### config.mk
export PLATFORM = sky130hd
export DESIGN_NAME = packet_buffer
export DESIGN_NICKNAME = d
export VERILOG_FILES = /design/src/logic/pkt_buf_pkg.sv /design/src/logic/packet_buffer.sv /design/src/logic/packet_buffer_mem.sv /design/src/logic/packet_reader.sv /design/src/logic/packet_writer.sv /design/src/logic/slot_allocator.sv /design/src/logic/packet_descriptor_fifo.sv /design/src/logic/fifo_core.sv
export SDC_FILE = /design/constraint.sdc
export NUM_CORES = 1
export LEC_CHECK = 0
export ABC_CLOCK_PERIOD_IN_PS = 3850
export BUFFER_PORTS_ARGS = -buffer_cell sky130_fd_sc_hd__buf_2
export CAP_MARGIN = 10
export CORE_UTILIZATION = 35
export CTS_CLUSTER_DIAMETER = 80
export DETAILED_ROUTE_END_ITERATION = 12
export SYNTH_ARGS = -nofsm -noshare
export SYNTH_HDL_FRONTEND = slang
export SYNTH_SLANG_ARGS = --single-unit
### constraint.sdc
create_clock -name clk -period 3.85 [get_ports clk]
set_input_delay 0.1925 -clock clk [delete_from_list [all_inputs] [get_ports clk]]
set_output_delay 0.1925 -clock clk [all_outputs]
set_load 0.005 [all_outputs]
### src/logic/pkt_buf_pkg.sv
package pkt_buf_pkg;

    // ------------------------------
    // sizes
    // ------------------------------
    localparam int data_wid     = 16;
    localparam int meta_wid     = 8;
    localparam int max_pkt_size = 8;                        // words per slot.
    localparam int num_slots    = 4;
    localparam int buf_words    = num_slots * max_pkt_size;
    localparam int addr_wid     = $clog2(buf_words);
    localparam int size_wid     = $clog2(max_pkt_size + 1); // holds 0 to max_pkt_size.
    localparam int slot_wid     = $clog2(num_slots);
    localparam int desc_depth   = 4;

    // ------------------------------
    // types
    // ------------------------------
    typedef logic [slot_wid-1:0] slot_t;

    // meta and err only count on the last word.
    typedef struct packed {
        logic [data_wid-1:0] data;
        logic                last;
        logic [meta_wid-1:0] meta;
        logic                err;
    } in_beat_t;

    typedef struct packed {
        logic [data_wid-1:0] data;
        logic                last;
        logic [meta_wid-1:0] meta;
        logic                err;
    } out_beat_t;

    typedef struct packed {
        logic [addr_wid-1:0] addr;  // slot base address.
        logic [size_wid-1:0] size;  // stored words.
        logic [meta_wid-1:0] meta;
        logic                err;
    } pkt_desc_t;

endpackage : pkt_buf_pkg
### src/logic/packet_buffer.sv
`timescale 1ns/1ps

module packet_buffer import pkt_buf_pkg::*; (
    input  logic      clk,
    input  logic      arst_n,
    input  logic      in_vld,
    input  in_beat_t  in_beat,
    output logic      in_rdy,
    input  logic      out_rdy,
    output logic      out_vld,
    output out_beat_t out_beat
);
    // ------------------------------
    // internal wires
    // ------------------------------
    logic                alloc_vld;
    logic                alloc_rdy;
    slot_t               alloc_slot;
    logic                free_vld;
    slot_t               free_slot;
    logic                wr_vld;
    logic                wr_rdy;
    pkt_desc_t           wr_desc;
    logic                rd_vld;
    logic                rd_rdy;
    pkt_desc_t           rd_desc;
    logic                mem_wr;
    logic [addr_wid-1:0] mem_wr_addr;
    logic [data_wid-1:0] mem_wr_data;
    logic                mem_rd;
    logic [addr_wid-1:0] mem_rd_addr;
    logic [data_wid-1:0] mem_rd_data;

    slot_allocator i_slot_allocator (
        .clk, .arst_n,
        .alloc_rdy, .alloc_vld, .alloc_slot,
        .free_vld, .free_slot
    );

    packet_writer i_packet_writer (
        .clk, .arst_n,
        .in_vld, .in_beat, .in_rdy,
        .alloc_vld, .alloc_slot, .alloc_rdy,
        .wr_rdy, .wr_vld, .wr_desc,
        .mem_wr, .mem_wr_addr, .mem_wr_data
    );

    packet_buffer_mem i_packet_buffer_mem (
        .clk,
        .mem_wr, .mem_wr_addr, .mem_wr_data,
        .mem_rd, .mem_rd_addr, .mem_rd_data
    );

    packet_descriptor_fifo i_packet_descriptor_fifo (
        .clk, .arst_n,
        .wr_vld, .wr_desc, .wr_rdy,
        .rd_rdy, .rd_vld, .rd_desc,
        .desc_count ( )
    );

    packet_reader i_packet_reader (
        .clk, .arst_n,
        .rd_vld, .rd_desc, .rd_rdy,
        .mem_rd, .mem_rd_addr, .mem_rd_data,
        .out_rdy, .out_vld, .out_beat,
        .free_vld, .free_slot
    );

endmodule : packet_buffer

### src/logic/packet_buffer_mem.sv
`timescale 1ns/1ps

module packet_buffer_mem import pkt_buf_pkg::*; (
    input  logic                clk,
    input  logic                mem_wr,
    input  logic [addr_wid-1:0] mem_wr_addr,
    input  logic [data_wid-1:0] mem_wr_data,
    input  logic                mem_rd,
    input  logic [addr_wid-1:0] mem_rd_addr,
    output logic [data_wid-1:0] mem_rd_data
);
    logic [data_wid-1:0] mem [buf_words];

    always_ff @(posedge clk) begin
        if (mem_wr) mem[mem_wr_addr] <= mem_wr_data;
        if (mem_rd) mem_rd_data <= mem[mem_rd_addr];   // valid next cycle.
    end

endmodule : packet_buffer_mem

### src/logic/packet_reader.sv
`timescale 1ns/1ps

module packet_reader import pkt_buf_pkg::*; (
    input  logic                clk,
    input  logic                arst_n,
    input  logic                rd_vld,
    input  pkt_desc_t           rd_desc,
    output logic                rd_rdy,
    output logic                mem_rd,
    output logic [addr_wid-1:0] mem_rd_addr,
    input  logic [data_wid-1:0] mem_rd_data,
    input  logic                out_rdy,
    output logic                out_vld,
    output out_beat_t           out_beat,
    output logic                free_vld,
    output slot_t               free_slot
);
    typedef enum logic [1:0] {st_idle, st_wait, st_hold} state_t;

    state_t              state;
    pkt_desc_t           desc_q;
    logic [size_wid-1:0] idx;       // word being read.
    logic [size_wid-1:0] idx_nxt;
    logic                acc;

    assign rd_rdy  = state == st_idle;
    assign out_vld = state == st_hold;
    assign acc     = out_vld && out_rdy;
    assign idx_nxt = idx + 1'b1;

    // first read comes with the pop, the rest with each accepted word.
    assign mem_rd      = (rd_rdy && rd_vld) || (acc && !out_beat.last);
    assign mem_rd_addr = rd_rdy ? rd_desc.addr : desc_q.addr + addr_wid'(idx_nxt);

    // ------------------------------
    // fsm
    // ------------------------------
    always_ff @(posedge clk or negedge arst_n) begin
        if (!arst_n) begin
            state    <= st_idle;
            idx      <= '0;
            free_vld <= 1'b0;
        end else begin
            free_vld <= 1'b0;
            case (state)
                st_idle: if (rd_vld) begin
                    idx   <= '0;
                    state <= st_wait;
                end
                st_wait: state <= st_hold;  // memory latency.
                st_hold: if (out_rdy) begin
                    if (out_beat.last) begin
                        free_vld <= 1'b1;
                        state    <= st_idle;
                    end else begin
                        idx   <= idx_nxt;
                        state <= st_wait;
                    end
                end
                default: state <= st_idle;
            endcase
        end
    end

    always_ff @(posedge clk) begin
        if (rd_rdy && rd_vld) desc_q <= rd_desc;
        if (state == st_wait) begin
            out_beat.data <= mem_rd_data;
            out_beat.last <= idx_nxt == desc_q.size;
            out_beat.meta <= desc_q.meta;
            out_beat.err  <= desc_q.err;
        end
        if (acc && out_beat.last) free_slot <= desc_q.addr[addr_wid-1 -: slot_wid];
    end

endmodule : packet_reader

### src/logic/packet_writer.sv
`timescale 1ns/1ps

module packet_writer import pkt_buf_pkg::*; (
    input  logic                clk,
    input  logic                arst_n,
    input  logic                in_vld,
    input  in_beat_t            in_beat,
    output logic                in_rdy,
    input  logic                alloc_vld,
    input  slot_t               alloc_slot,
    output logic                alloc_rdy,
    input  logic                wr_rdy,
    output logic                wr_vld,
    output pkt_desc_t           wr_desc,
    output logic                mem_wr,
    output logic [addr_wid-1:0] mem_wr_addr,
    output logic [data_wid-1:0] mem_wr_data
);
    typedef enum logic [1:0] {st_claim, st_recv, st_push} state_t;

    state_t              state;
    logic [size_wid-1:0] idx;      // words stored so far.
    logic                drop;
    slot_t               slot_q;
    logic [meta_wid-1:0] meta_q;
    logic                err_q;

    assign alloc_rdy = state == st_claim;
    assign in_rdy    = state == st_recv;
    assign wr_vld    = state == st_push;

    assign drop        = idx == size_wid'(max_pkt_size);  // slot is full.
    assign mem_wr      = in_rdy && in_vld && !drop;
    assign mem_wr_addr = {slot_q, idx[addr_wid-slot_wid-1:0]};
    assign mem_wr_data = in_beat.data;

    always_comb begin
        wr_desc.addr = {slot_q, {(addr_wid - slot_wid){1'b0}}};
        wr_desc.size = idx;
        wr_desc.meta = meta_q;
        wr_desc.err  = err_q;
    end

    // ------------------------------
    // fsm
    // ------------------------------
    always_ff @(posedge clk or negedge arst_n) begin
        if (!arst_n) begin
            state   <= st_claim;
            idx     <= '0;
        end else begin
            case (state)
                st_claim: if (alloc_vld) begin
                    idx     <= '0;
                    state   <= st_recv;
                end
                st_recv: if (in_vld) begin
                    if (!drop) idx <= idx + 1'b1;   // oversize words are lost.
                    if (in_beat.last) state <= st_push;
                end
                st_push: if (wr_rdy) state <= st_claim;
                default: state <= st_claim;
            endcase
        end
    end

    // once the slot is full, drop stays set up to the last word.
    always_ff @(posedge clk) begin
        if (alloc_vld && alloc_rdy) slot_q <= alloc_slot;
        if (in_vld && in_rdy && in_beat.last) begin
            meta_q <= in_beat.meta;
            err_q  <= in_beat.err | drop;
        end
    end

endmodule : packet_writer

### src/logic/slot_allocator.sv
`timescale 1ns/1ps

module slot_allocator import pkt_buf_pkg::*; (
    input  logic  clk,
    input  logic  arst_n,
    input  logic  alloc_rdy,
    output logic  alloc_vld,
    output slot_t alloc_slot,
    input  logic  free_vld,
    input  slot_t free_slot
);
    logic [slot_wid:0] fill_cnt;
    logic              filling;
    logic              list_push;
    logic              list_rdy;
    logic              list_vld;
    slot_t             list_din;

    // ------------------------------
    // fill after reset
    // ------------------------------
    assign filling = fill_cnt != num_slots;

    always_ff @(posedge clk or negedge arst_n) begin
        if (!arst_n) begin
            fill_cnt <= '0;
        end else if (filling) begin
            fill_cnt <= fill_cnt + 1'b1;
        end
    end

    assign list_push = filling || free_vld;
    assign list_din  = filling ? fill_cnt[slot_wid-1:0] : free_slot;
    assign alloc_vld = list_vld && !filling;  // nothing goes out until the list is whole.

    fifo_core #(
        .payload_t ( slot_t ),
        .depth     ( num_slots )
    ) i_free_list (
        .clk       ( clk ),
        .arst_n    ( arst_n ),
        .push      ( list_push ),
        .push_data ( list_din ),
        .push_rdy  ( list_rdy ),
        .pop       ( alloc_vld && alloc_rdy ),
        .pop_vld   ( list_vld ),
        .pop_data  ( alloc_slot ),
        .count     ( )
    );

    // a released slot must have been handed out before.
    a_free_not_full : assert property (@(posedge clk) disable iff (!arst_n)
        free_vld |-> list_rdy && !filling);

endmodule : slot_allocator

### src/logic/packet_descriptor_fifo.sv
`timescale 1ns/1ps

module packet_descriptor_fifo import pkt_buf_pkg::*; (
    input  logic                              clk,
    input  logic                              arst_n,
    input  logic                              wr_vld,
    input  pkt_desc_t                         wr_desc,
    output logic                              wr_rdy,
    input  logic                              rd_rdy,
    output logic                              rd_vld,
    output pkt_desc_t                         rd_desc,
    output logic [$clog2(desc_depth+1)-1:0]   desc_count
);

    fifo_core #(
        .payload_t ( pkt_desc_t ),
        .depth     ( desc_depth )
    ) i_fifo_core (
        .clk       ( clk ),
        .arst_n    ( arst_n ),
        .push      ( wr_vld && wr_rdy ),
        .push_data ( wr_desc ),
        .push_rdy  ( wr_rdy ),
        .pop       ( rd_rdy && rd_vld ),
        .pop_vld   ( rd_vld ),
        .pop_data  ( rd_desc ),
        .count     ( desc_count )  // queued packets.
    );

    // the writer must hand over sane descriptors.
    a_desc_size : assert property (@(posedge clk) disable iff (!arst_n)
        wr_vld && wr_rdy |-> wr_desc.size >= 1 && wr_desc.size <= max_pkt_size);
    a_desc_align : assert property (@(posedge clk) disable iff (!arst_n)
        wr_vld && wr_rdy |-> wr_desc.addr % max_pkt_size == 0);

endmodule : packet_descriptor_fifo

### src/logic/fifo_core.sv
`timescale 1ns/1ps

module fifo_core #(
    parameter type payload_t = logic [7:0],
    parameter int  depth     = 4
) (
    input  logic                         clk,
    input  logic                         arst_n,
    input  logic                         push,
    input  payload_t                     push_data,
    output logic                         push_rdy,
    input  logic                         pop,
    output logic                         pop_vld,
    output payload_t                     pop_data,
    output logic [$clog2(depth+1)-1:0]   count
);
    localparam int ptr_wid = (depth > 1) ? $clog2(depth) : 1;

    payload_t           mem [depth];
    logic [ptr_wid-1:0] wr_ptr;
    logic [ptr_wid-1:0] rd_ptr;
    logic               do_push;
    logic               do_pop;

    assign push_rdy = count != depth;
    assign pop_vld  = count != 0;
    assign pop_data = mem[rd_ptr];   // head is always visible.

    assign do_push = push && push_rdy;
    assign do_pop  = pop && pop_vld;

    // ------------------------------
    // pointers and occupancy
    // ------------------------------
    always_ff @(posedge clk or negedge arst_n) begin
        if (!arst_n) begin
            wr_ptr <= '0;
            rd_ptr <= '0;
            count  <= '0;
        end else begin
            if (do_push) begin
                wr_ptr <= (wr_ptr == ptr_wid'(depth - 1)) ? '0 : wr_ptr + 1'b1;
            end
            if (do_pop) begin
                rd_ptr <= (rd_ptr == ptr_wid'(depth - 1)) ? '0 : rd_ptr + 1'b1;
            end
            case ({do_push, do_pop})
                2'b10:   count <= count + 1'b1;
                2'b01:   count <= count - 1'b1;
                default: count <= count;  // none, or both at once.
            endcase
        end
    end

    always_ff @(posedge clk) begin
        if (do_push) begin
            mem[wr_ptr] <= push_data;
        end
    end

    // the caller must respect push_rdy and pop_vld.
    a_no_push_full : assert property (@(posedge clk) disable iff (!arst_n)
        push |-> push_rdy);
    a_no_pop_empty : assert property (@(posedge clk) disable iff (!arst_n)
        pop |-> pop_vld);

endmodule : fifo_core

==> summary.md <==
| Metric | Value |
|---|---|
| Root buf cell | `clkbuf_16` |
| Required time of the critical path | `approximately 4300 ps` |
| Measured slew at the worst slew-check pin | `about 1200 ps` |
| Critical Path AT | `approximately 4100 ps` |
| Num rows | `100` |
| DR DRC count | `0` |
| Clock transition at path regs | `~60 ps` |
| Vias in the first global route | `14.3k` |
| Max-Cap Viols | `0` |
| Crit-path slowest cell | `a2111oi_0` |
| Fill cells | `6,608` |
| Die W | `278 um` |
| Syn_nets | `about 1.6k` |
| DR vias/cell | `5.47` |
| Synth unique cells | `59` |
| First-pass iteration count of the detailed router | `5` |
| Synthesis warning total | `0` |
| Number of diodes | `0` |
| Gr usage total | `0.171` |
| Maximum vdd ir drop | `0.000446 V` |
| First-pass GRT wire length | `approximately 100,000 um` |
| # clock sinks | `slightly below 700` |
| Final Max Tran Viols | `0` |
| RSZ-0062 raised after global routing | `no` |
| Final setup viols | `0` |
| Fin crit share | `0.942` |
| Top FF cell, synth | `edfxtp_1` |
| Outcome | `finished clean` |
| Hold bufs inserted after CTS | `13` |
| Grt peak-use layer | `met2` |
| Fin crit period | `about 3600 ps` |
| Starting Density | `0.356` |
| Register area share after synthesis | `0.760` |
| Max Fanout on Critical Path | `between 40 and 50` |
| Yosys reg bits | `between 600 and 700` |
| Fmax | `between 200 and 300 MHz` |
| Leakage | `0.00974 uW` |
| WP buf/inv | `1` |
| Final Skew | `23.6 ps` |
| Via count | `between 10k and 15k` |
| CTS HTree Levels | `3` |
| Post-synth EDFFs | `650` |
| Crit-path cells | `o21bai_4, buf_4, nor3_1, a2111oi_0, a211oi_1, nor4_1` |
| Area Growth Syn to Fin | `14.4%` |
| Met1 Use GR | `0.242` |
| DR iter-0 viols | `about 1.6k` |
| Grt total ovfl | `0` |
| Detailed placer's ending HPWL | `around 40,000 um` |
| Share of post-route cells with drive strength above 1 | `0.186` |
| Average wire per standard cell | `24.8 um` |
| Number of I/O port buffers | `57` |
| Total wire length | `approximately 66,000 um` |
| Post-cts sizing count | `0` |
| CP endpoint kind | `flop` |
| M3 GR Usage | `0.0351` |
| Post-Syn Area | `around 27,000 um2` |
| Initial antenna violation count | `4` |
| Startpoint Class | `flop` |
| Cells after synthesis | `between 1.5k and 2k` |
| RePlAce Congestion | `0.862` |
| Async set-reset flop share out of synthesis | `0.0441` |
| Core Footprint | `74,900 um2` |
| Power Total | `~22,000 uW` |
| CP max stage delay | `about 940 ps` |
| IO Count | `58` |
| Final nets | `1,706` |
| CTS tree | `yes` |
| Post-route ant nets | `0` |
| Post CTS Setup Buffer Count | `0` |
| Die ar. | `between 70,000 and 80,000 um2` |
| Setup TNS | `0 ps` |
| Clk_lat worst skew | `620 ps` |
| Syn Area/Cell | `between 15 and 20 um2` |
| PD cells | `~710 nW/um2` |
| Largest net degree at the start of global routing | `145` |
| Final hold violation count | `0` |
| Rel. slew slack | `0.205` |
| Clock buffer depth | `3` |
| Die H | `between 200 and 300 um` |
| CP delay by family, top | `compound AO/OA/AOI/OAI gates` |
| TritonCTS buffer count | `68` |
| Met2 usage | `0.259` |
| Crit Path Class | `flop to flop` |
| Worst min path class | `input port to flop` |
## final timing paths
kind                                                             endpoint  slack (ps)                       from  depth (start not counted)
min in group asynchronous  i_packet_descriptor_fifo.i_fifo_core.wr_ptr[0]         210                     arst_n                          2
max in group asynchronous                          i_packet_reader.idx[0]        3090                     arst_n                          2
max                                   i_packet_buffer_mem.mem_rd_data[15]         220   i_packet_reader.state[1]                          6
min reg2reg                                   i_packet_reader.out_beat[8]         420  i_packet_reader.desc_q[8]                          0
min                                                i_packet_writer.idx[3]         120                     in_vld                          5
max reg2reg                           i_packet_buffer_mem.mem_rd_data[15]         220   i_packet_reader.state[1]                          6
## layout by cell type, fill, tap and decap left out, types with 3 or more instances in the layout
master / count
edfxtp_1: 650
mux2i_1: 117
nand2_1: 86
clkbuf_16: 71
a211oi_1: 64
buf_2: 57
nor2_1: 56
buf_4: 54
a21oi_1: 51
nor3_1: 48
a2111oi_0: 45
o221a_2: 44
dfrtp_1: 29
mux2_2: 25
inv_1: 21
ha_1: 19
o22ai_1: 17
nor2b_1: 16
o211ai_1: 16
o311a_1: 16
nor4_1: 16
mux4_2: 15
o21ai_0: 13
clkinv_2: 13
dlygate4sd3_1: 13
clkbuf_1: 12
xnor2_1: 11
nand3_1: 10
and2_1: 8
xor2_1: 7
nand3b_1: 6
or3_1: 6
bufinv_16: 6
clkinv_1: 6
nand2b_1: 4
inv_6: 4
and3_1: 3
o2111ai_1: 3
clkinvlp_4: 3
buf_12: 3
## cells by family (layout without fill, tap and decap cells)
family | Yosys count | count (layout) | share of synthesized area
flip-flops | 680 | 680 | 0.760
AO/OA/AOI/OAI | 285 | 285 | 0.0853
AND/OR/NAND/NOR | 274 | 274 | 0.0490
multiplexers | 157 | 157 | 0.0671
buffers and inverters | 118 | 268 | 0.0220
adder cells (fa/ha/maj) | 22 | 22 | 0.0109
XOR/XNOR | 18 | 18 | 0.00591
## synth_stat cells, drive strengths merged, types with 3 or more instances
cell	number	area share
mux2i	117	0.044
edfxtp	650	0.73
mux4	15	0.013
o311a	16	0.0060
nor2	59	0.0085
o221a	45	0.019
o211ai	16	0.0045
inv	21	0.0030
ha	20	0.0094
dfrtp	30	0.028
o2111ai	3	0.00099
and2	9	0.0022
a2111oi	45	0.015
a211oi	64	0.018
a21oi	51	0.0096
nor3	48	0.0090
o21ai	15	0.0030
and3	3	0.00070
nand2	86	0.012
nor2b	17	0.0040
nand3	10	0.0019
nand2b	5	0.0012
buf	63	0.014
xnor2	11	0.0036
xor2	7	0.0023
nand3b	6	0.0017
clkbuf	34	0.0051
o22ai	17	0.0040
or3	6	0.0014
mux2	25	0.011
nor4	16	0.0038
## metal layers
| metal | share of wire | routed length [um] |
|---|---|---|
| met5 | 0.00074 | 49 |
| met4 | 0.031 | 2040 |
| met3 | 0.076 | 5010 |
| met2 | 0.45 | 30100 |
| met1 | 0.44 | 29100 |
## power by group
part	internal, uW	switching (uW)	total (uW)	leakage [uW]
Combinational	1950	3530	5470	0.00239
Clock	3840	2810	6650	0.00109
Sequential	9020	453	9470	0.00625
Total	14800	6790	21600	0.00974
## flip-flops by register name, summed over array words and instances (netlist names), 8 cells and up
register                                  flops
i_packet_buffer_mem.mem                     512
i_packet_reader.desc_q                       15
i_slot_allocator.i_free_list.mem              8
i_packet_buffer_mem.mem_rd_data              16
i_packet_writer.meta_q                        8
i_packet_descriptor_fifo.i_fifo_core.mem     60
i_packet_reader.out_beat                     26
## stage by stage
| stage | cell area, um2 | utilization | setup slack (ps) | std cells | hold WS (ps) |
|---|---|---|---|---|---|
| 2_1_floorplan | 26700 | - | 645 | 1554 | -103 |
| 3_3_place_gp | 28200 | 0.376 | 385 | 2540 | 290 |
| 3_5_place_dp | 28200 | 0.376 | 244 | 2540 | 299 |
| 4_1_cts | 30500 | 0.407 | 225 | 2673 | 101 |
| 5_1_grt | 30500 | 0.407 | 33.7 | 2673 | 175 |
| 6_report | 30500 | 0.407 | 222 | 2673 | 122 |
## area by class of cell
type	count	area (um2)	area share
multi-input cells	756	5850	0.192
repair buffers	127	881	0.0289
flip-flops and latches	680	20300	0.664
well taps	969	1210	0.0397
inverters	21	78.8	0.00258
clock inverters	35	370	0.0121
clock buffers	85	1850	0.0606
## tightest hold or removal path: cells and delay by family
| family | cells | cell delay, ps |
|---|---|---|
| simple gates | 2 | 160 |
| xor+xnor | 1 | 130 |
| buf+inv | 1 | 120 |
| compound gates | 1 | 90 |
(Power assumes the default switching activity.)
